**src/hw/split_settings.svh**
```systemverilog
// Field constants for the instruction splitter
// Only 32-bit encodings are matched, compressed forms never split
// Function codes are private to this splitter and only need to be distinct
`ifndef SPLIT_SETTINGS_SVH
`define SPLIT_SETTINGS_SVH

// Datapath widths
`define SPLIT_INST_W 32
`define SPLIT_IMM_W  64
`define SPLIT_FUNC_W 6

// Major opcodes, inst[6:0]
`define SPLIT_OPC_CUSTOM0 7'b0001011
`define SPLIT_OPC_AMO     7'b0101111
`define SPLIT_OPC_SYSTEM  7'b1110011

// Paired load/store match, {funct5, funct3}
`define SPLIT_LSD_LWD  8'b11100_100
`define SPLIT_LSD_LWUD 8'b11110_100
`define SPLIT_LSD_LDD  8'b11111_100
`define SPLIT_LSD_SWD  8'b11100_101
`define SPLIT_LSD_SDD  8'b11111_101

// Atomic funct5 values outside the funct5[1:0] == 0 group
`define SPLIT_AMO_LR   5'b00010
`define SPLIT_AMO_SC   5'b00011
`define SPLIT_AMO_SWAP 5'b00001

// sfence.vma funct7
`define SPLIT_SFENCE_F7 7'b0001001

// Micro-op function codes
`define SPLIT_FUNC_LW     6'd1
`define SPLIT_FUNC_LWU    6'd2
`define SPLIT_FUNC_LD     6'd3
`define SPLIT_FUNC_SW     6'd4
`define SPLIT_FUNC_SD     6'd5
`define SPLIT_FUNC_LR_W   6'd6
`define SPLIT_FUNC_LR_D   6'd7
`define SPLIT_FUNC_SC_W   6'd8
`define SPLIT_FUNC_SC_D   6'd9
`define SPLIT_FUNC_AMO_W  6'd10
`define SPLIT_FUNC_AMO_D  6'd11
`define SPLIT_FUNC_FENCE  6'd12
`define SPLIT_FUNC_SFENCE 6'd13
`define SPLIT_FUNC_SYNCI  6'd14

`endif

```
**src/hw/split_pkg.sv**
```systemverilog
// Types shared by the splitter blocks and the testbench
// Register indices are 5 bits, no extended register file
`include "split_settings.svh"

package split_pkg;

  // Raw fetched instruction
  typedef logic [`SPLIT_INST_W-1:0] inst_t;
  // Architectural register index
  typedef logic [4:0]               reg_idx_t;
  // Immediate operand, always 64 bits on the micro-op
  typedef logic [`SPLIT_IMM_W-1:0]  imm_t;
  // Micro-op function code
  typedef logic [`SPLIT_FUNC_W-1:0] func_t;

  // Target execution unit
  typedef enum logic [1:0] {
    EU_NONE = 2'd0,
    EU_LSU  = 2'd1,
    EU_CP0  = 2'd2
  } exec_unit_e;

  // Decoded split class
  typedef enum logic [1:0] {
    CLS_NONE = 2'd0,
    CLS_LSD  = 2'd1,
    CLS_AMO  = 2'd2,
    CLS_FNC  = 2'd3
  } split_class_e;

  // Position of a micro-op inside its sequence
  typedef enum logic [1:0] {
    SLOT_FENCE_PRE  = 2'd0,
    SLOT_MAIN       = 2'd1,
    SLOT_SECOND     = 2'd2,
    SLOT_FENCE_POST = 2'd3
  } uop_slot_e;

  // One micro-op as seen by the issue stage
  typedef struct packed {
    exec_unit_e eu;
    func_t      func;
    logic       src0_vld;
    reg_idx_t   src0_reg;
    logic       src1_vld;
    reg_idx_t   src1_reg;
    logic       src2_vld;
    reg_idx_t   src2_reg;
    logic       imm_vld;
    imm_t       imm;
    logic       dst_vld;
    reg_idx_t   dst_reg;
    logic       split;
    inst_t      opcode;
  } uop_t;

endpackage

```
**src/hw/amo_uop_gen.sv**
```systemverilog
`timescale 1ns/1ps
// Builds fence, lr, sc and AMO micro-ops
// Fences are full iorw fences on CP0, ordering comes from slot only
`include "split_settings.svh"

module amo_uop_gen (
  input  split_pkg::inst_t     in_inst,
  input  split_pkg::uop_slot_e slot,
  output split_pkg::uop_t      amo_uop
);
  import split_pkg::*;

  logic [4:0] funct5;
  logic       is_word;
  logic       is_lr;
  logic       is_sc;
  reg_idx_t   rs1_f;
  reg_idx_t   rs2_f;
  reg_idx_t   rd_f;

  assign funct5  = in_inst[31:27];
  // funct3 010 word, 011 double
  assign is_word = !in_inst[12];
  assign is_lr   = (funct5 == `SPLIT_AMO_LR);
  assign is_sc   = (funct5 == `SPLIT_AMO_SC);
  assign rs1_f   = in_inst[19:15];
  assign rs2_f   = in_inst[24:20];
  assign rd_f    = in_inst[11:7];

  always_comb
  begin
    amo_uop = '0;
    case (slot)
      // --------------------
      // Fence around the body
      // --------------------
      SLOT_FENCE_PRE, SLOT_FENCE_POST:
      begin
        amo_uop.eu   = EU_CP0;
        amo_uop.func = `SPLIT_FUNC_FENCE;
      end
      // --------------------
      // Memory body
      // --------------------
      default:
      begin
        amo_uop.eu       = EU_LSU;
        amo_uop.src0_vld = 1'b1;
        amo_uop.src0_reg = rs1_f;
        amo_uop.dst_vld  = 1'b1;
        amo_uop.dst_reg  = rd_f;
        if (is_lr)
        begin
          amo_uop.func = is_word ? `SPLIT_FUNC_LR_W : `SPLIT_FUNC_LR_D;
        end
        else if (is_sc)
        begin
          amo_uop.func     = is_word ? `SPLIT_FUNC_SC_W : `SPLIT_FUNC_SC_D;
          amo_uop.src2_vld = 1'b1;
          amo_uop.src2_reg = rs2_f;
        end
        else
        begin
          amo_uop.func     = is_word ? `SPLIT_FUNC_AMO_W : `SPLIT_FUNC_AMO_D;
          amo_uop.src2_vld = 1'b1;
          amo_uop.src2_reg = rs2_f;
          // ALU operation travels as funct5
          amo_uop.imm_vld  = 1'b1;
          amo_uop.imm      = imm_t'(funct5);
        end
      end
    endcase
  end

endmodule

```
**src/hw/fnc_uop_gen.sv**
```systemverilog
`timescale 1ns/1ps
// Builds the sfence and sync pair for sfence.vma
`include "split_settings.svh"

module fnc_uop_gen (
  input  split_pkg::inst_t     in_inst,
  input  split_pkg::uop_slot_e slot,
  output split_pkg::uop_t      fnc_uop
);
  import split_pkg::*;

  reg_idx_t rs1_f;
  reg_idx_t rs2_f;

  // Address in rs1, ASID in rs2
  assign rs1_f = in_inst[19:15];
  assign rs2_f = in_inst[24:20];

  always_comb
  begin
    fnc_uop          = '0;
    fnc_uop.eu       = EU_CP0;
    fnc_uop.src0_vld = 1'b1;
    fnc_uop.src0_reg = rs1_f;
    if (slot == SLOT_MAIN)
    begin
      // TLB invalidate
      fnc_uop.func     = `SPLIT_FUNC_SFENCE;
      fnc_uop.src1_vld = 1'b1;
      fnc_uop.src1_reg = rs2_f;
    end
    else
    begin
      // Pipeline sync after the invalidate
      fnc_uop.func = `SPLIT_FUNC_SYNCI;
    end
  end

endmodule

```
**src/hw/inst_split_top.sv**
```systemverilog
`timescale 1ns/1ps
// Splitter top, valid/ready on both sides
// split_clk is free-running, flush restarts the current instruction

module inst_split_top (
  input  logic             split_clk,
  input  logic             cpurst_b,
  input  logic             in_valid,
  input  split_pkg::inst_t in_inst,
  input  logic             custom_en,
  input  logic             flush,
  input  logic             out_ready,
  output logic             in_ready,
  output logic             out_valid,
  output split_pkg::uop_t  out_uop
);
  import split_pkg::*;

  uop_slot_e slot;
  uop_t      lsd_uop;
  uop_t      amo_uop;
  uop_t      fnc_uop;

  // Sequencer and output mux
  split_seq_ctrl u_split_seq_ctrl (
    .split_clk (split_clk),
    .cpurst_b  (cpurst_b),
    .in_valid  (in_valid),
    .in_inst   (in_inst),
    .custom_en (custom_en),
    .flush     (flush),
    .out_ready (out_ready),
    .lsd_uop   (lsd_uop),
    .amo_uop   (amo_uop),
    .fnc_uop   (fnc_uop),
    .in_ready  (in_ready),
    .out_valid (out_valid),
    .out_uop   (out_uop),
    .slot      (slot)
  );

  // Per-class builders, all driven by the same slot
  lsd_uop_gen u_lsd_uop_gen (
    .in_inst (in_inst),
    .slot    (slot),
    .lsd_uop (lsd_uop)
  );

  amo_uop_gen u_amo_uop_gen (
    .in_inst (in_inst),
    .slot    (slot),
    .amo_uop (amo_uop)
  );

  fnc_uop_gen u_fnc_uop_gen (
    .in_inst (in_inst),
    .slot    (slot),
    .fnc_uop (fnc_uop)
  );

endmodule

```
**src/hw/lsd_uop_gen.sv**
```systemverilog
`timescale 1ns/1ps
// Builds both halves of a paired load/store
// Offsets are zero-extended, second half targets the rs2-field register
`include "split_settings.svh"

module lsd_uop_gen (
  input  split_pkg::inst_t     in_inst,
  input  split_pkg::uop_slot_e slot,
  output split_pkg::uop_t      lsd_uop
);
  import split_pkg::*;

  logic       is_load;
  logic       is_word;
  logic       second;
  logic [5:0] off_first;
  logic [5:0] off_sel;
  reg_idx_t   data_reg;

  // funct3 bit 0 set for stores
  assign is_load = !in_inst[12];
  // funct5 bit 0 set for double forms
  assign is_word = !in_inst[27];
  assign second  = (slot == SLOT_SECOND);

  // imm2 scaled by the pair size
  assign off_first = is_word ? {1'b0, in_inst[26:25], 3'b000}
                             : {in_inst[26:25], 4'b0000};
  // Second access is one element further
  assign off_sel   = second ? off_first + (is_word ? 6'd4 : 6'd8) : off_first;
  assign data_reg  = second ? in_inst[24:20] : in_inst[11:7];

  always_comb
  begin
    lsd_uop          = '0;
    lsd_uop.eu       = EU_LSU;
    // Base from rs1 on both halves
    lsd_uop.src0_vld = 1'b1;
    lsd_uop.src0_reg = in_inst[19:15];
    lsd_uop.imm_vld  = 1'b1;
    lsd_uop.imm      = imm_t'(off_sel);
    if (is_load)
    begin
      // funct5 bit 1 picks the unsigned word load
      if (!is_word)
        lsd_uop.func = `SPLIT_FUNC_LD;
      else if (in_inst[28])
        lsd_uop.func = `SPLIT_FUNC_LWU;
      else
        lsd_uop.func = `SPLIT_FUNC_LW;
      lsd_uop.dst_vld = 1'b1;
      lsd_uop.dst_reg = data_reg;
    end
    else
    begin
      // Store data comes from the same fields
      lsd_uop.func     = is_word ? `SPLIT_FUNC_SW : `SPLIT_FUNC_SD;
      lsd_uop.src2_vld = 1'b1;
      lsd_uop.src2_reg = data_reg;
    end
  end

endmodule

```
**src/hw/split_seq_ctrl.sv**
```systemverilog
`timescale 1ns/1ps
// Class decode and step sequencer for one instruction in flight
// Output is combinational on in_valid, in_inst and the step register
// Paired load/store only decodes while custom_en is high
`include "split_settings.svh"

module split_seq_ctrl (
  input  logic                 split_clk,
  input  logic                 cpurst_b,
  input  logic                 in_valid,
  input  split_pkg::inst_t     in_inst,
  input  logic                 custom_en,
  input  logic                 flush,
  input  logic                 out_ready,
  input  split_pkg::uop_t      lsd_uop,
  input  split_pkg::uop_t      amo_uop,
  input  split_pkg::uop_t      fnc_uop,
  output logic                 in_ready,
  output logic                 out_valid,
  output split_pkg::uop_t      out_uop,
  output split_pkg::uop_slot_e slot
);
  import split_pkg::*;

  logic [6:0]   opc;
  logic [2:0]   funct3;
  logic [4:0]   funct5;
  logic [6:0]   funct7;
  reg_idx_t     rs2_f;
  reg_idx_t     rd_f;
  logic         aq;
  logic         rl;
  logic         lsd_hit;
  logic         amo_hit;
  logic         fnc_hit;
  split_class_e cls;
  logic [1:0]   seq_len;
  logic [1:0]   step_q;
  logic [1:0]   amo_idx;
  logic         last;
  logic         fire;

  // --------------------
  // Class decode
  // --------------------
  assign opc    = in_inst[6:0];
  assign funct3 = in_inst[14:12];
  assign funct5 = in_inst[31:27];
  assign funct7 = in_inst[31:25];
  assign rs2_f  = in_inst[24:20];
  assign rd_f   = in_inst[11:7];
  // Ordering bits of the atomics
  assign aq     = in_inst[26];
  assign rl     = in_inst[25];

  // Vendor paired forms
  assign lsd_hit = custom_en && (opc == `SPLIT_OPC_CUSTOM0)
                   && ({funct5, funct3} inside {`SPLIT_LSD_LWD, `SPLIT_LSD_LWUD,
                                                `SPLIT_LSD_LDD, `SPLIT_LSD_SWD,
                                                `SPLIT_LSD_SDD});

  // Word or double forms only
  // lr needs rs2 zero
  // funct5[1:0] == 0 covers add, xor, or, and, min, max, minu, maxu
  assign amo_hit = (opc == `SPLIT_OPC_AMO) && (funct3[2:1] == 2'b01)
                   && (((funct5 == `SPLIT_AMO_LR) && (rs2_f == 5'd0))
                       || (funct5 == `SPLIT_AMO_SC)
                       || (funct5 == `SPLIT_AMO_SWAP)
                       || (funct5[1:0] == 2'b00));

  // sfence.vma with rd and funct3 zero
  assign fnc_hit = (opc == `SPLIT_OPC_SYSTEM) && (funct7 == `SPLIT_SFENCE_F7)
                   && (funct3 == 3'b000) && (rd_f == 5'd0);

  always_comb
  begin
    if (lsd_hit)
      cls = CLS_LSD;
    else if (amo_hit)
      cls = CLS_AMO;
    else if (fnc_hit)
      cls = CLS_FNC;
    else
      cls = CLS_NONE;
  end

  // --------------------
  // Sequence length and slot
  // --------------------
  always_comb
  begin
    case (cls)
      CLS_LSD, CLS_FNC: seq_len = 2'd2;
      // Body plus optional fences
      CLS_AMO: seq_len = 2'd1 + {1'b0, rl} + {1'b0, aq};
      default: seq_len = 2'd1;
    endcase
  end

  // Skip the leading fence when rl is clear
  assign amo_idx = step_q + {1'b0, ~rl};

  always_comb
  begin
    case (cls)
      CLS_AMO:
      begin
        case (amo_idx)
          2'd0:    slot = SLOT_FENCE_PRE;
          2'd1:    slot = SLOT_MAIN;
          default: slot = SLOT_FENCE_POST;
        endcase
      end
      CLS_LSD, CLS_FNC: slot = (step_q == 2'd0) ? SLOT_MAIN : SLOT_SECOND;
      default: slot = SLOT_MAIN;
    endcase
  end

  // --------------------
  // Handshake and step
  // --------------------
  assign last      = (step_q == seq_len - 2'd1);
  // Nothing leaves during a flush cycle
  assign out_valid = in_valid && (cls != CLS_NONE) && !flush;
  assign fire      = out_valid && out_ready;
  // Non-split instructions drop straight through
  assign in_ready  = in_valid && !flush && ((cls == CLS_NONE) || (out_ready && last));

  always_ff @(posedge split_clk or negedge cpurst_b)
  begin
    if (!cpurst_b)
      step_q <= 2'd0;
    else if (flush)
      step_q <= 2'd0;
    else if (fire)
    begin
      if (last)
        step_q <= 2'd0;
      else
        step_q <= step_q + 2'd1;
    end
  end

  // Pick the generator, then finish split and opcode
  always_comb
  begin
    case (cls)
      CLS_LSD: out_uop = lsd_uop;
      CLS_AMO: out_uop = amo_uop;
      CLS_FNC: out_uop = fnc_uop;
      default: out_uop = '0;
    endcase
    out_uop.split  = !last;
    out_uop.opcode = in_inst;
  end

  // --------------------
  // Checks
  // --------------------
  // Sequence in progress keeps its instruction presented
  a_valid_has_inst: assert property (@(posedge split_clk) disable iff (!cpurst_b)
    (step_q != 2'd0) |-> in_valid);

  // Stalled micro-op holds until taken
  a_uop_stable: assert property (@(posedge split_clk) disable iff (!cpurst_b)
    (out_valid && !out_ready && !flush) |=> $stable(out_uop));

  a_step_bound: assert property (@(posedge split_clk) disable iff (!cpurst_b)
    (in_valid && (cls != CLS_NONE)) |-> (step_q < seq_len));

endmodule

```
**config.mk**
```make
export PLATFORM = sky130hd
export DESIGN_NAME = inst_split_top
export DESIGN_NICKNAME = d
export VERILOG_FILES = /design/src/hw/split_pkg.sv /design/src/hw/amo_uop_gen.sv /design/src/hw/fnc_uop_gen.sv /design/src/hw/inst_split_top.sv /design/src/hw/lsd_uop_gen.sv /design/src/hw/split_seq_ctrl.sv
export VERILOG_INCLUDE_DIRS = /design/src /design/src/hw
export SDC_FILE = /design/constraint.sdc
export NUM_CORES = 1
export LEC_CHECK = 0
export BUFFER_PORTS_ARGS = -buffer_cell sky130_fd_sc_hd__buf_2
export CAP_MARGIN = 15
export CORE_MARGIN = 2
export CORE_UTILIZATION = 35
export CTS_BUF_LIST = sky130_fd_sc_hd__clkbuf_8
export CTS_CLUSTER_DIAMETER = 30
export CTS_CLUSTER_SIZE = 8
export DETAILED_ROUTE_END_ITERATION = 8
export PLACE_DENSITY = 0.6
export SYNTH_ARGS = -nofsm -noshare
export SYNTH_HDL_FRONTEND = slang
export SYNTH_HIERARCHICAL = 1
export SYNTH_SLANG_ARGS = --single-unit
```
**constraint.sdc**
```tcl
create_clock -name split_clk -period 3.35 [get_ports split_clk]
set_input_delay 0 -clock split_clk [delete_from_list [all_inputs] [get_ports split_clk]]
set_output_delay 0 -clock split_clk [all_outputs]
set_load 0.005 [all_outputs]
```
### Word-level counts from Yosys, hierarchy flattened

Cells that the tools add are included.

* flip-flop bits (word level): 2
* input port bits: 38
* output and inout bits: 132
* word-level logic and storage cells: 95

* $add $sub $neg: 6
* eq/ne operators: 21
* multiplexer cells: 33
* bitwise operators: 1
* reduce and logical (&&, ||, !) cells: 33

Operators by type and width (count)
* 130-bit one-hot mux with 3 select lines: 1
* 77-bit two-way mux: 1
* 71-bit two-way mux: 1
* 65-bit two-way mux: 1
* 6-bit two-way mux: 10
* 8-bit == test, second input constant: 5
* 2-bit two-way mux: 9
* 7-bit by 4-bit == test with 1-bit output, second input constant: 2
* 1-bit logical AND: 14
* 2-bit one-hot mux with 2 select lines: 3
* 5-bit by 2-bit == test with 1-bit output, second input constant: 2
* 2-bit zero test: 5
* 5-bit zero test: 2
* 2-bit by 1-bit == test with 1-bit output, second input constant: 4
* 2-bit == test, second input constant: 4
* 8-bit two-way mux: 1
* 7-bit by 6-bit == test with 1-bit output, second input constant: 1
* 7-bit == test, second input constant: 1
* 6-bit adder: 1
* 5-bit by 1-bit == test with 1-bit output, second input constant: 1
* 5-bit two-way mux: 1
* 5-bit nonzero test: 1
* 2-bit by 1-bit adder with 2-bit output: 2
* 1-bit logical OR: 4
* 11 further kinds: 17

### Depth between registers and ports, before layout

* depth in word-level cells: 16
* gate-level depth with buffers: 15

### Cells and area by module

Netlist, hierarchy kept.

Modules (own cells, without submodules)
* split_seq_ctrl: instances 1, cells an instance 329, area each 2247.2 um^2, sequential area each 50.0 um^2
* lsd_uop_gen: instances 1, cells an instance 157, area each 1153.6 um^2, sequential area each 0.0 um^2
* amo_uop_gen: instances 1, cells an instance 138, area each 1004.7 um^2, sequential area each 0.0 um^2
* fnc_uop_gen: instances 1, cells an instance 132, area each 987.2 um^2, sequential area each 0.0 um^2

### Worst setup path before layout

OpenSTA, ideal clock, no wires.

* path type: input to output
* start: input in_inst[20]
* end: output out_uop[43] (netlist name)
* arrival: 2547 ps
* data required time: 3350 ps
* setup slack: 803 ps
* stages: 12
* path buffers: 3
* cells stage by stage: or4_4 -> o21ai_1 -> and4bb_1 -> buf_4 -> buf_4 -> a21oi_1 -> xnor2_2 -> inv_1 -> buf_2 -> and2_2 -> a222oi_1 -> inv_1

RTL lines
* start: declaration: RTL line inst_split_top.sv:9 `input split_pkg::inst_t in_inst,`
* end: declaration: RTL line inst_split_top.sv:15 `output split_pkg::uop_t out_uop`

==> impl_metrics.py <==
metrics = {
    "outcome": {
        "status": "complete, no violations",
    },
    "grt": {
        "grt_max_degree": 102,
        "overflow": 0,
        "grt_pass1_vias": 3261,
        "track_usage_pct": 13.61,
        "grt_pass1_wl_um": 16420,
        "antenna_found_initial": 0,
    },
    "sta": {
        "finalMaxSlewViolations": 0,
        "clock_skew_ns": 0.003068,
        "post-route-period-util_pct": 89.20,
        "worst_slack_ns": 0.3618,
        "worst_pin_slew_ns": 1.017,
        "slew_headroom_pct": 32.19,
        "setup_viol": 0,
        "finalCriticalPeriod_ns": 2.988,
        "whs_ns": 0.05044,
        "fmax_mhz": 334.6,
        "final_hold_viol_count": 0,
        "rsz0062_at_grt": "no",
        "fin_tns_setup_ns": 0,
    },
    "cts": {
        "cts_made_buffers": 3,
        "cts_root_buffer": "clkbuf_8",
        "cts.sinks": 2,
        "cts.clk_slew.worst_paths_ns": 0.03,
        "insertion_delay_ns": 0.21,
        "cts_setup_buffers": 0,
        "htree_levels": 1,
        "clock_path_buffers": 2,
        "tritoncts": "done",
    },
    "drt": {
        "drc": 0,
        "viasPerCell": 4.289,
        "post_drt_wl_per_cell_um": 12.04,
        "first_pass_iters": 6,
        "drtIter0Drc": 396,
        "drt-total-wl_um": 10380,
        "detail-route-antenna-nets": 0,
        "num_vias": 3697,
    },
    "pwr": {
        "ir_drop_mv": 0.07659,
        "total_power_mw": 0.2763,
        "p_leak_nw": 2.850,
        "powerDensity_mw_per_mm2": 67.37,
    },
    "worst_setup_path": {
        "path_class": "in2out",
        "worst_ep_arrival_time_ns": 2.99,
        "required_ns": 3.35,
        "startpoint_type": "input port",
        "critPathCaptureType": "output port",
        "crit_fanout": 25,
    },
    "placed_design": {
        "place_congestion": 0.8151,
        "port_buffers": 109,
        "place_inst": 858,
        "dp_slack_ns": 0.3351,
        "dpl-instance-area_mm2": 0.004049,
        "dp_hpwl_um": 7403,
    },
    "floorplan": {
        "rows": 42,
        "die-area_mm2": 0.01422,
        "initial_utilization_pct": 35.53,
        "ioPinCount": 170,
        "die_w_um": 119.3,
        "die_y_um": 119.3,
        "core_mm2": 0.01309,
    },
    "synth": {
        "synth_cells": 657,
        "syn_area_mm2": 0.004649,
        "avgSynthCellArea_um2": 7.077,
        "yosys_warnings": 6,
    },
    "finish": {
        "area_delta_synth_final_pct": -11.79,
        "drive_gt1_share_pct": 19.24,
        "post-route-util_pct": 31.34,
        "final_nets": 730,
        "largest_reg_flops": 2,
        "design_area_mm2": 0.004101,
        "fin_cells": 862,
        "largestRegisters": "u_split_seq_ctrl/step_q x2",
        "regMostFlops": "u_split_seq_ctrl/step_q",
        "antenna_cells": 0,
        "num-fill-cells": 1454,
    },
    "job": {
        "drv_cap": 0,
    },
    "worst_hold_path": {
        "hp-class": "in2reg",
    },
}
what timing repair did:
item / CTS / global route
endpoints found under the hold margin: 2 / 0
hold buffers: 1 / 0
endpoints found under the setup margin: 0 / 4
gates resized for setup: 0 / 1
placed cells by master, fill, tap and decap left out, types with 4 or more instances in the layout:
master,instances
mux2i_1,5
nor2_1,11
nand4bb_1,5
o211a_1,5
and2_1,17
a222oi_1,97
nor3_1,4
inv_1,106
o21ai_0,5
nand2_1,12
nand2b_1,7
ha_1,4
nor2b_1,4
buf_2,109
and3b_1,6
conb_1,224
a21oi_1,6
buf_4,8
o21ai_1,5
worst max-delay path, cell delays in order:
cell and delay, ns:
buf_2 0.13, or4_4 0.55, o21ai_1 0.15, and4bb_4 0.45, a21oi_1 0.18, xnor2_2 0.26, inv_1 0.23, buf_4 0.25
and2_2 0.20, a222oi_1 0.39, inv_1 0.07, buf_2 0.13
routing by layer:
metal	track usage (%)	part of all wire (%)	up-vias
met5	0	0	-
met4	1.265	0.22	0
met3	1.580	5.7	2
met2	24.93	49	127
met1	17.63	45	1678
li1	-	-	1890
final timing paths:
path	endpoint	startpoint	cells past startpoint	slack [ns]
hold / removal	u_split_seq_ctrl/step_q[0]$_DFFE_PN0P_	flush	2	0.05
min in group asynchronous	u_split_seq_ctrl/step_q[0]$_DFFE_PN0P_	cpurst_b	2	0.11
hold reg to reg	u_split_seq_ctrl/step_q[0]$_DFFE_PN0P_	u_split_seq_ctrl/step_q[0]$_DFFE_PN0P_	3	0.69
setup / recovery	out_uop[43]	in_inst[20]	12	0.36
setup reg to reg	u_split_seq_ctrl/step_q[1]$_DFFE_PN0P_	u_split_seq_ctrl/step_q[0]$_DFFE_PN0P_	5	1.76
max in group asynchronous	u_split_seq_ctrl/step_q[1]$_DFFE_PN0P_	cpurst_b	2	3.14
power by group:
| part | total, mW | internal [mW] | leakage (nW) | switching (mW) |
|---|---|---|---|---|
| registers | 0.0244 | 0.0244 | 0.0280 | 0.00000000606 |
| logic | 0.159 | 0.0582 | 2.80 | 0.101 |
| clock network | 0.0929 | 0.0758 | 0.0216 | 0.0171 |
layout make-up:
type / count / area (um2) / area share (%)
well taps: 176 / 220.2 / 5.369
inverters: 106 / 397.9 / 9.701
clock buffers: 3 / 41.29 / 1.007
multi-input cells: 457 / 2776 / 67.69
repair buffers: 118 / 615.6 / 15.01
flip-flops and latches: 2 / 50.05 / 1.220
(Power assumes the default switching activity.)
